===== src/cache_config.svh =====
`ifndef CACHE_CONFIG_SVH
`define CACHE_CONFIG_SVH

// **************************************************************************
// cache geometry
// **************************************************************************

`define CACHE_INDEX_W   7     // set index bits.
`define CACHE_OFFSET_W  5     // byte offset within a line.
`define CACHE_TAG_W     20    // 32 - index - offset.
`define CACHE_SETS      128
`define CACHE_LINE_W    256   // 32 bytes per line.

`endif


===== src/cache_types_pkg.sv =====
`include "cache_config.svh"

package cache_types_pkg;

    // one full cache line and its byte enables.
    typedef logic [`CACHE_LINE_W-1:0]   line_t;
    typedef logic [`CACHE_LINE_W/8-1:0] line_be_t;

    // address fields.
    typedef logic [`CACHE_INDEX_W-1:0]    index_t;
    typedef logic [`CACHE_TAG_W-1:0]      tag_t;
    typedef logic [`CACHE_OFFSET_W-3:0]   word_sel_t;   // 32-bit word in the line.

    // tag store entry, valid in the top bit.
    typedef struct packed {
        logic valid;
        logic dirty;
        tag_t tag;
    } tag_entry_t;

endpackage


===== src/word_steer.sv =====
`timescale 1ns/1ps
`include "cache_config.svh"

module word_steer (
    input  cache_types_pkg::word_sel_t addr_word,
    input  logic [31:0]                wdata,
    input  logic [3:0]                 be,
    input  cache_types_pkg::line_t     line_in,
    input  logic                       store_en,
    input  logic                       refill_en,
    input  cache_types_pkg::line_t     refill_line,
    output cache_types_pkg::line_t     line_wdata,
    output cache_types_pkg::line_be_t  line_wen,
    output logic [31:0]                rdata
);

    assign rdata = line_in[{addr_word, 5'b0} +: 32];

    always_comb begin
        line_wdata = refill_en ? refill_line : {(`CACHE_LINE_W/32){wdata}};
        line_wen   = {(`CACHE_LINE_W/8){refill_en}};   // refill writes every byte.
        for (int b = 0; b < 4; b++) begin
            if (store_en && be[b]) begin
                line_wdata[{addr_word, 5'b0} + b*8 +: 8] = wdata[b*8 +: 8];
                if (!refill_en) begin
                    line_wen[{addr_word, 2'b00} + b] = 1'b1;
                end
            end
        end
    end

endmodule


===== config.mk =====
export PLATFORM = sky130hd
export DESIGN_NAME = word_steer
export DESIGN_NICKNAME = d
export VERILOG_FILES = /design/src/cache_types_pkg.sv /design/src/word_steer.sv
export VERILOG_INCLUDE_DIRS = /design/src /design/src/src
export SDC_FILE = /design/constraint.sdc
export NUM_CORES = 1
export LEC_CHECK = 0
export BUFFER_PORTS_ARGS = -buffer_cell sky130_fd_sc_hd__buf_2
export CORE_AREA = 5 5 337 339
export DETAILED_ROUTE_END_ITERATION = 8
export DIE_AREA = 0 0 342 344
export PLACE_DENSITY = 0.32
export SYNTH_ARGS = -nofsm -noshare
export SYNTH_HDL_FRONTEND = slang
export SYNTH_SLANG_ARGS = --single-unit

===== constraint.sdc =====
create_clock -name vclk -period 3.01
set_input_delay 0.301 -clock vclk [all_inputs]
set_output_delay 0.301 -clock vclk [all_outputs]
set_load 0.05 [all_outputs]

# ---- Word level (Yosys, flattened, before mapping)
# Cells that the tools add are included.
# Widths: inputs -> output; s select.
dict set report totals {
  regBits 0
  input_bits 553
  output_inout_bits 320
  wordCells 64
}
dict set report classes {
  addsub 10
  magnitude_cmp 8
  n_shift 9
  mux 25
  n_bitwise 4
  reduce_logical 8
}
# op n
set op_table {}
lappend op_table {{$mux 256} 5}
lappend op_table {{$bwmux 256} 4}
lappend op_table {{$shift 8x34->256 const A} 4}
lappend op_table {{$shiftx 8x34->256} 4}
lappend op_table {{$mux 32} 8}
lappend op_table {{$shiftx 256x9->32} 1}
lappend op_table {{$neg 9->34} 3}
lappend op_table {{$or 32x32->32} 3}
lappend op_table {{$neg 8->34} 1}
lappend op_table {{$or 32x29->32} 1}
lappend op_table {{$add 8x5->9 const B} 2}
lappend op_table {{$ge 6x1->1 const B} 3}
lappend op_table {{$lt 6x6->1 const B} 3}
lappend op_table {{$demux 1 s5} 3}
lappend op_table {{$add 5x2->6 const B} 2}
lappend op_table {{$add 8x4->9 const B} 1}
lappend op_table {{$logic_and 1x1->1} 8}
lappend op_table {{$add 5x1->6 const B} 1}
lappend op_table {{$lt 5x6->1 const B} 1}
lappend op_table {{$ge 5x1->1 const B} 1}
lappend op_table {{$mux 1} 4}
lappend op_table {{$demux 1 s3} 1}

# ---- Depth between registers and ports, before layout
# Gate-level depths: netlist of run 1.
dict set report logic_depth {
  depth_word 16
  ltp_mapped 10
  mapped_depth_nobuf 7
}

# ---- Least setup slack after synthesis of run 1
# Ideal clock, no wire load.
dict set report synth_timing {
  path_kind {input port to output port}
  startpoint {input addr_word[0]}
  endpoint {output line_wdata[135]}
  arrival_ns 3.636
  t_required_ns 2.709
  slack_ns -0.927
  cell_stages 9
  path_buffers 3
  cell_sequence {buf_4 -> inv_1 -> clkbuf_1 -> clkbuf_1 -> ha_1 -> ha_1 -> and2b_2 -> o2111ai_4 -> o41ai_1}
}
dict set report synth_via {
  elab_chain_cells 10
  elab_cells_between_ends 23
  classes_between {7 x add/sub; 8 x shift; 8 x mux}
}
# item line_no
set synth_rtl {}
lappend synth_rtl {{start: declaration} word_steer.sv:5} ;# input cache_types_pkg::word_sel_t addr_word,
lappend synth_rtl {{parallel branches: the longest is 9 deep, another holds $neg 9->34} -}
lappend synth_rtl {{$mux 256 *} word_steer.sv:23} ;# if (store_en && be[b]) begin
lappend synth_rtl {{end: declaration} word_steer.sv:12} ;# output cache_types_pkg::line_t line_wdata,
# Every way passes the cells marked *.

# ---- Worst setup path in the final report of run 1
dict set report layout_timing {
  startpoint {input addr_word[1]}
  endpoint {output line_wdata[192]}
}
# Same word-level chain as after synthesis.

==> qor.yml, run 1 <==
critical_path:
  worstPathMaxFanout: 11
  worst_ep_required_time_ns: 2.71
  timing_worst_setup_path_type: "in -> out"
  startpoint: "addr_word[1]"
  worst_setup_path_start_kind: "input pin"
  endpoint_kind: "output port"
  critical_path_arrival_ns: 2.49
worst_hold_path:
  hold_path_class: "in -> out"
  worstHoldStart: "refill_line[95]"
cells_and_area:
  syn2layout_area_growth_pct: 123
  postLayoutCellArea_sq_um: 13500
  regArea_sq_um: 0
  fill_cells: 12800
  clock_buffer_count: 0
  net_total_in_the_final_layout: 2125
  fraction_of_layout_cells_with_a_size_suffix_above_1_pct: 71.8
  design.seq.count: 0
  multi_input_comb_area_sq_um: 5620
floorplan:
  die_area_sq_um: 118000
  placement_rows: 122
  fp.coreArea_sq_um: 110000
  ios: 873
  initial_utilization_pct: 5.51
  die_width_microns: 342
  floorplan.die.height_microns: 344
clocking:
  cts.repair_timing.setup_buffer_count: 0
  cts_repair_resize_count: 0
  postCtsHoldBufs: 0
place:
  detailedPlacementHpwl_microns: 75500
  globalplace.congestion: 0.900
  place_area_sq_um: 13500
  io_buffer_count: 873
synthesis:
  netlist_area_sq_um: 6060
  synth_top_family_by_area: "compound AO/OA/AOI/OAI gates"
  sequential_to_total_area_share_from_yosys_stat_pct: 0
  synthMuxAreaShare_pct: 29.9
  synth.avg_cell_area_sq_um: 8.77
  synth_adder_area_share_pct: 1.24
  complex_gate_fraction_of_the_synthesized_area_pct: 49.1
  synth_simple_gate_area_share_pct: 12.0
  synth_xor_area_share_pct: 0
  yosys.cell_types.count: 52
  synth.yosys.warnings: 0
  synth_cells: 691
  net_count_synth: 1250
timing:
  worst_max_slew_pin_slew_ns: 0.829
  finalCritPeriodShare_pct: 92.6
  setup_viol_count_final: 0
  number_of_failing_hold_endpoints_at_the_final_stage: 0
  timing_max_transition_violations_final: 0
  timing.slew.headroom_pct: 44.7
  period_minus_slack_ns: 2.79
  fin_setup_tns_ns: 0
  maxClockFrequency_mhz: 359
  rsz_0062_raised_after_global_routing: "false"
  final.hold.worst_slack_ns: 0.989
pwr:
  power.total_mw: 3.72
  ir_worst_vdd_mv: 0.0912
  p_leak_nw: 6.42
  power-per-cell-area_nw_per_um2: 275
global_route:
  vias_in_the_first_global_route: 11200
  wire_length_of_the_first_global_routing_pass_microns: 106000
  grt_util_all_layers_pct: 13.1
  maximum_number_of_pins_on_one_net_before_global_route_repair: 57
  initial_antenna_violation_count: 45
  global_route.overflow_total: 0
detailed_routing:
  remaining_drc_errors: 0
  drt.antenna.violating_nets: 0
  firstDrtPassIters: 5
  routed-via-count: 10500
  total_routed_wirelength_microns: 83900
  wl_per_cell_microns: 27.4
  post_drt_via_cell_ratio: 3.44
  dr.first_iter.drc_count: 599
flow_run:
  maxCapViolations: 0
run_status:
  run_status: "finished, final reports clean"
critical path: stages:
cell	delay [ns]
sky130_fd_sc_hd__buf_4	0.20
sky130_fd_sc_hd__inv_1	0.11
sky130_fd_sc_hd__ha_1	0.22
sky130_fd_sc_hd__ha_1	0.21
sky130_fd_sc_hd__and2b_2	0.27
sky130_fd_sc_hd__o2111ai_4	0.22
sky130_fd_sc_hd__o21ai_2	0.23
sky130_fd_sc_hd__buf_12	0.16
sky130_fd_sc_hd__mux2_2	0.33
sky130_fd_sc_hd__buf_2	0.22
metal layers:
layer	GRT usage [%]	wire length [microns]
met5	0	69
met4	1.29	1240
met3	2.66	6320
met2	22.0	39100
met1	18.0	37200
synthesized netlist by cell type (4+ instances only):
| library cell | count | area share (%) |
|---|---|---|
| sky130_fd_sc_hd__clkbuf_1 | 10 | 0.62 |
| sky130_fd_sc_hd__mux2_2 | 74 | 14 |
| sky130_fd_sc_hd__a21oi_1 | 7 | 0.58 |
| sky130_fd_sc_hd__a31oi_4 | 11 | 3.9 |
| sky130_fd_sc_hd__nor3_2 | 5 | 0.83 |
| sky130_fd_sc_hd__and3_1 | 5 | 0.52 |
| sky130_fd_sc_hd__a22oi_1 | 15 | 1.9 |
| sky130_fd_sc_hd__a21boi_2 | 4 | 0.74 |
| sky130_fd_sc_hd__nand2b_1 | 10 | 1.0 |
| sky130_fd_sc_hd__mux2i_1 | 17 | 2.8 |
| sky130_fd_sc_hd__a21o_1 | 12 | 1.5 |
| sky130_fd_sc_hd__o21bai_1 | 20 | 2.5 |
| sky130_fd_sc_hd__ha_1 | 6 | 1.2 |
| sky130_fd_sc_hd__a221oi_1 | 8 | 1.2 |
| sky130_fd_sc_hd__nor2b_1 | 6 | 0.62 |
| sky130_fd_sc_hd__inv_1 | 4 | 0.25 |
| sky130_fd_sc_hd__buf_2 | 35 | 2.9 |
| sky130_fd_sc_hd__buf_1 | 26 | 1.6 |
| sky130_fd_sc_hd__a22o_1 | 199 | 29 |
| sky130_fd_sc_hd__o22ai_1 | 7 | 0.72 |
| sky130_fd_sc_hd__nor2_1 | 10 | 0.62 |
| sky130_fd_sc_hd__nor2_4 | 9 | 1.7 |
| sky130_fd_sc_hd__nand2_1 | 65 | 4.0 |
| sky130_fd_sc_hd__o21a_1 | 20 | 2.5 |
| sky130_fd_sc_hd__o221ai_1 | 4 | 0.58 |
| sky130_fd_sc_hd__buf_4 | 11 | 1.4 |
| sky130_fd_sc_hd__o21ai_2 | 5 | 0.72 |
| sky130_fd_sc_hd__buf_6 | 5 | 0.93 |
| sky130_fd_sc_hd__o21ai_0 | 11 | 0.91 |
| sky130_fd_sc_hd__mux4_2 | 36 | 13 |
| sky130_fd_sc_hd__nand3_1 | 5 | 0.41 |
stage by stage:
step | cells | utilization [%] | setup WS (ns)
6_report | 3062 | 12.3 | 0.221
5_1_grt | 3055 | 12.3 | 0.0628
4_1_cts | 3052 | 12.3 | 0.113
3_5_place_dp | 3052 | 12.3 | 0.115
3_3_place_gp | 3052 | 12.3 | 0.116
2_1_floorplan | 691 | - | 0.0327
where the power goes:
| part | switching (mW) | internal, mW | total [mW] | leakage [nW] |
|---|---|---|---|---|
| clock network | 0 | 0.0000000923 | 0.0000000923 | 0.0000649 |
| registers | 0 | 0 | 0 | 0 |
| logic | 2.50 | 1.22 | 3.72 | 6.42 |
| total | 2.50 | 1.22 | 3.72 | 6.42 |
cell families (layout without fill, tap and decap cells):
family	after synthesis	after routing
buffers and inverters	92	965
other	0	10
AOI/OAI and AO/OA	336	336
and+or+nand+nor	130	130
muxes	127	127
adders and majority gates	6	6
worst paths after layout:
path	endpoint	depth (start not counted)
worst min-delay path	line_wdata[95]	3
worst max-delay path	line_wdata[192]	10
cell type report:
cell class / count / share of cell area [%]
tap: 1488 / 13.8
antenna: 10 / 0.185
multi-input combinational: 599 / 41.6
timing repair buffer: 960 / 44.3
inverter: 5 / 0.139
cells in the final DEF, fill, tap and decap left out, types with 10 or more instances in the layout:
master and n:
sky130_fd_sc_hd__a22o_1 199, sky130_fd_sc_hd__a22oi_1 15, sky130_fd_sc_hd__buf_4 77, sky130_fd_sc_hd__a21o_1 12, sky130_fd_sc_hd__buf_12 66, sky130_fd_sc_hd__nand2_1 65
sky130_fd_sc_hd__buf_2 817, sky130_fd_sc_hd__o21ai_0 11, sky130_fd_sc_hd__o21a_1 20, sky130_fd_sc_hd__mux4_2 36, sky130_fd_sc_hd__o21bai_1 20, sky130_fd_sc_hd__mux2_2 74
sky130_fd_sc_hd__a31oi_4 11, sky130_fd_sc_hd__mux2i_1 17, sky130_fd_sc_hd__diode_2 10
(Power assumes the default switching activity.)
==> run 2: changes to the inputs <==
==> constraint.sdc (replaced) <==
create_clock -name vclk -period 3.01
set_input_delay 0.4515 -clock vclk [all_inputs]
set_output_delay 0.4515 -clock vclk [all_outputs]
set_load 0.05 [all_outputs]
==> run 2 against run 1 <==
  * Core utilization rose by 0.82 points
  * Hold slack improved by 0.30 ns
  * Cell count is 1.4% higher
  * Flip-flop and latch count stayed put
  * Cell area up 6.7%
  * Die area unchanged
  * Via count increased by 1.6%
  * Routed wire length increased by 6.0%
  * Worst setup slack got worse by 0.15 ns
  * Clock-buffer cell count did not move
  * Critical endpoint is now rdata[27]
  * Largest cell class unchanged
  * Highest routed layer unchanged
==> qor.yml, run 2 (synthesis results as in run 1) <==
run_status:
  run_status: "finished, final reports clean"
critical_path:
  timing_worst_setup_path_type: "in -> out"
  endpoint_kind: "output port"
  sequence_of_cells_on_the_critical_path: "buf_4 > buf_12 > mux2_2 > a221oi_1 > o221ai_1 > buf_12"
  cp_num_buf_inv: 3
  worstPathMaxFanout: 53
  worst_ep_required_time_ns: 2.56
  critical_path_top_delay_cell: "sky130_fd_sc_hd__a221oi_1"
  max_stage_delay_on_crit_path_ns: 0.62
  path_common_cell: "sky130_fd_sc_hd__buf_12"
  timing.critical_path.max_delay_family: "compound AO/OA/AOI/OAI gates"
  worst_setup_path_start_kind: "input pin"
  critical_path_arrival_ns: 2.48
flow_run:
  maxCapViolations: 0
clocking:
  postCtsHoldBufs: 0
timing:
  number_of_failing_hold_endpoints_at_the_final_stage: 0
  timing.slew.headroom_pct: 52.2
  timing_max_transition_violations_final: 0
  maxClockFrequency_mhz: 341
  period_minus_slack_ns: 2.94
  finalCritPeriodShare_pct: 97.5
  rsz_0062_raised_after_global_routing: "false"
  worst_max_slew_pin_slew_ns: 0.717
  setup_viol_count_final: 0
cells_and_area:
  design.seq.count: 0
  final_common_cell: "sky130_fd_sc_hd__buf_2"
  net_total_in_the_final_layout: 2168
  syn2layout_area_growth_pct: 138
  regArea_sq_um: 0
  fraction_of_layout_cells_with_a_size_suffix_above_1_pct: 72.9
  layout_common_cells: "sky130_fd_sc_hd__buf_2 (796), sky130_fd_sc_hd__a22o_1 (199), sky130_fd_sc_hd__buf_4 (106)"
  fill_cells: 12800
  postLayoutCellArea_sq_um: 14400
  multi_input_comb_area_sq_um: 5700
  clock_buffer_count: 0
global_route:
  vias_in_the_first_global_route: 11200
  grt_util_all_layers_pct: 14.0
  initial_antenna_violation_count: 59
  global_route.overflow_total: 0
  wire_length_of_the_first_global_routing_pass_microns: 111000
  maximum_number_of_pins_on_one_net_before_global_route_repair: 54
floorplan:
  placement_rows: 122
  initial_utilization_pct: 5.51
  floorplan.die.height_microns: 344
  ios: 873
  die_width_microns: 342
  die_area_sq_um: 118000
  fp.coreArea_sq_um: 110000
worst_hold_path:
  hold_path_class: "in -> out"
detailed_routing:
  wl_per_cell_microns: 28.7
  dr.first_iter.drc_count: 686
  total_routed_wirelength_microns: 89000
  firstDrtPassIters: 5
  post_drt_via_cell_ratio: 3.45
  routed-via-count: 10700
  drt.antenna.violating_nets: 0
  remaining_drc_errors: 0
place:
  detailedPlacementHpwl_microns: 80300
  io_buffer_count: 873
  globalplace.congestion: 0.885
  place_area_sq_um: 14400
==> run 2: timing repair <==
action / 4_1_cts / 5_1_grt
pin swaps: 2 / 2
setup endpoints to repair: 3 / 87
gates resized for setup: 1 / 2
buffers inserted: 0 / 2
==> run 2: through the flow <==
step,setup slack (ns),utilization [%],hold slack [ns],cells,setup TNS [ns]
CTS,-0.00370,13.0,1.30,3093,-0.00370
global route,0.000446,13.1,1.31,3095,0
global placement,-0.00620,13.0,1.29,3093,-0.00620
finish,0.0742,13.1,1.29,3104,0
detailed placement,-0.00510,13.0,1.30,3093,-0.00757
floorplan,-0.0281,-,1.13,691,-0.526
==> run 2: layer usage <==
| layer | vias to the layer above | part of all wire (%) | GRT usage, % |
|---|---|---|---|
| li1 | 4686 | - | - |
| met2 | 674 | 49 | 24.7 |
| met1 | 5235 | 43 | 18.5 |
| met3 | 111 | 6.6 | 2.48 |
| met5 | - | 0.046 | 0 |
| met4 | 6 | 1.4 | 0.889 |
==> run 2: path summary, 6_finish.rpt <==
kind	start	cells after the start	slack (ns)	endpoint
worst max-delay path	addr_word[2]	6	0.07	rdata[27]
worst min-delay path	refill_line[216]	3	1.29	line_wdata[216]
==> run 2: layout make-up <==
type / instances / share of cell area (%)
well taps: 1488 / 12.9
multi-input cells: 599 / 39.6
inverters: 5 / 0.182
diodes: 9 / 0.156
repair buffers: 1003 / 47.2
==> run 3: changes to the inputs <==
Settings changed: CAP_MARGIN set to 20, SETUP_SLACK_MARGIN set to 0.3.
==> run 3 against run 2 <==
  * Sequential share of layout area unchanged
  * Critical path type unchanged
  * Core utilization increased by 0.88 points
  * Routed wire length decreased by 5.1%
  * First-iteration DRC count decreased by 36%
  * Fmax increased by 8.1%
  * Critical path depth increased by 4
==> qor.yml, run 3 (synthesis results as in run 1) <==
run_status:
  run_status: "finished, final reports clean"
place:
  detailedPlacementHpwl_microns: 74600
  place_area_sq_um: 14200
  dp_cells: 3079
  io_buffer_count: 873
  globalplace.congestion: 0.837
worst_hold_path:
  worstHoldStart: "refill_line[133]"
  timing.hold.worst_path_depth: 3
  hold_end: "line_wdata[133]"
  hold_path_class: "in -> out"
timing:
  maxClockFrequency_mhz: 368
  setup_viol_count_final: 0
  number_of_failing_hold_endpoints_at_the_final_stage: 0
  worst_max_slew_pin_slew_ns: 0.611
  final.hold.worst_slack_ns: 1.26
  period_minus_slack_ns: 2.72
  timing_max_transition_violations_final: 0
  rsz_0062_raised_after_global_routing: "true"
  finalCritPeriodShare_pct: 90.3
  timing.slew.headroom_pct: 59.3
global_route:
  global_route.overflow_total: 0
  grt_util_all_layers_pct: 13.0
  initial_antenna_violation_count: 35
  wire_length_of_the_first_global_routing_pass_microns: 106000
  vias_in_the_first_global_route: 11200
  maximum_number_of_pins_on_one_net_before_global_route_repair: 60
floorplan:
  die_width_microns: 342
  floorplan.die.height_microns: 344
  fp.coreArea_sq_um: 110000
  ios: 873
  placement_rows: 122
  initial_utilization_pct: 5.51
  die_area_sq_um: 118000
cells_and_area:
  fraction_of_layout_cells_with_a_size_suffix_above_1_pct: 80.3
  net_total_in_the_final_layout: 2170
  postLayoutCellArea_sq_um: 15400
  multi_input_comb_area_sq_um: 6220
  layout_common_cells: "sky130_fd_sc_hd__buf_2 (695), sky130_fd_sc_hd__buf_4 (129), sky130_fd_sc_hd__a22o_1 (100)"
  fill_cells: 12700
  regArea_sq_um: 0
  clock_buffer_count: 0
  final_common_cell: "sky130_fd_sc_hd__buf_2"
  design.seq.count: 0
  post-route-util_pct: 14.0
  layout.cells.non_filler: 3106
  syn2layout_area_growth_pct: 154
detailed_routing:
  total_routed_wirelength_microns: 84400
  dr.first_iter.drc_count: 436
  firstDrtPassIters: 5
  wl_per_cell_microns: 27.2
  drt.antenna.violating_nets: 0
  post_drt_via_cell_ratio: 3.40
  routed-via-count: 10600
  remaining_drc_errors: 0
pwr:
  power.total_mw: 4.10
  ir_worst_vdd_mv: 0.132
  p_leak_nw: 7.29
  power-per-cell-area_nw_per_um2: 266
clocking:
  postCtsHoldBufs: 0
critical_path:
  worstPathMaxFanout: 8
  sequence_of_cells_on_the_critical_path: "buf_12 > inv_8 > ha_4 > ha_4 > and2b_2 > nand3_4 > o31ai_4 > buf_12 > mux2_4 > buf_8"
  max_stage_delay_on_crit_path_ns: 0.32
  timing_worst_setup_path_type: "in -> out"
  critical_path_top_delay_cell: "sky130_fd_sc_hd__mux2_4"
  endpoint_kind: "output port"
  worst_setup_path_start_kind: "input pin"
  critical_path_arrival_ns: 2.27
  worst_ep_required_time_ns: 2.56
flow_run:
  maxCapViolations: 0
## run 3: power breakdown
part,internal (mW),switching (mW),leakage [nW]
Combinational,1.53,2.57,7.29
Sequential,0,0,0
Clock,0.0000000453,0,0.0000509
## run 3: per-layer routing
metal	wire length, microns	global-route usage (%)
met1	36500	17.5
met2	40900	22.7
met3	6520	2.54
met4	507	0.742
met5	42	0
## run 3: per-stage QoR
stage | setup TNS [ns] | setup slack, ns
after floorplan | 0 | 0.0942
after global placement | 0 | 0.000844
after detailed placement | -0.197 | -0.0407
after CTS | 0 | 0.234
after global routing | 0 | 0.217
final | 0 | 0.293
## run 3: critical path, delay by kind of cell
family	cells	cell delay, ns
fa+ha+maj	2	0.32
mux	1	0.32
buf+inv	4	0.49
simple gates	2	0.38
compound gates	1	0.28
## run 3: layout make-up
cell class                      instances  share of cell area, %
Multi-Input combinational cell        599                   40.5
Timing Repair Buffer                 1005                   47.1
Tap cell                             1488                   12.1
Antenna cell                            9                  0.146
Inverter                                5                  0.228
## run 3: worst max path at each step
stage | endpoint | startpoint | depth (start not counted)
detailed placement | line_wdata[9] | addr_word[1] | 11
finish | line_wdata[230] | addr_word[0] | 10
floorplan | line_wdata[192] | addr_word[0] | 10
global placement | line_wdata[11] | addr_word[1] | 11
global route | line_wdata[228] | addr_word[0] | 10
CTS | line_wdata[230] | addr_word[2] | 10
## run 3: timing repair
item	4_1_cts	5_1_grt
pin swaps	8	13
cloned	0	2
buffers inserted	11	5
gates resized for setup	191	80
setup endpoints to repair	265	189
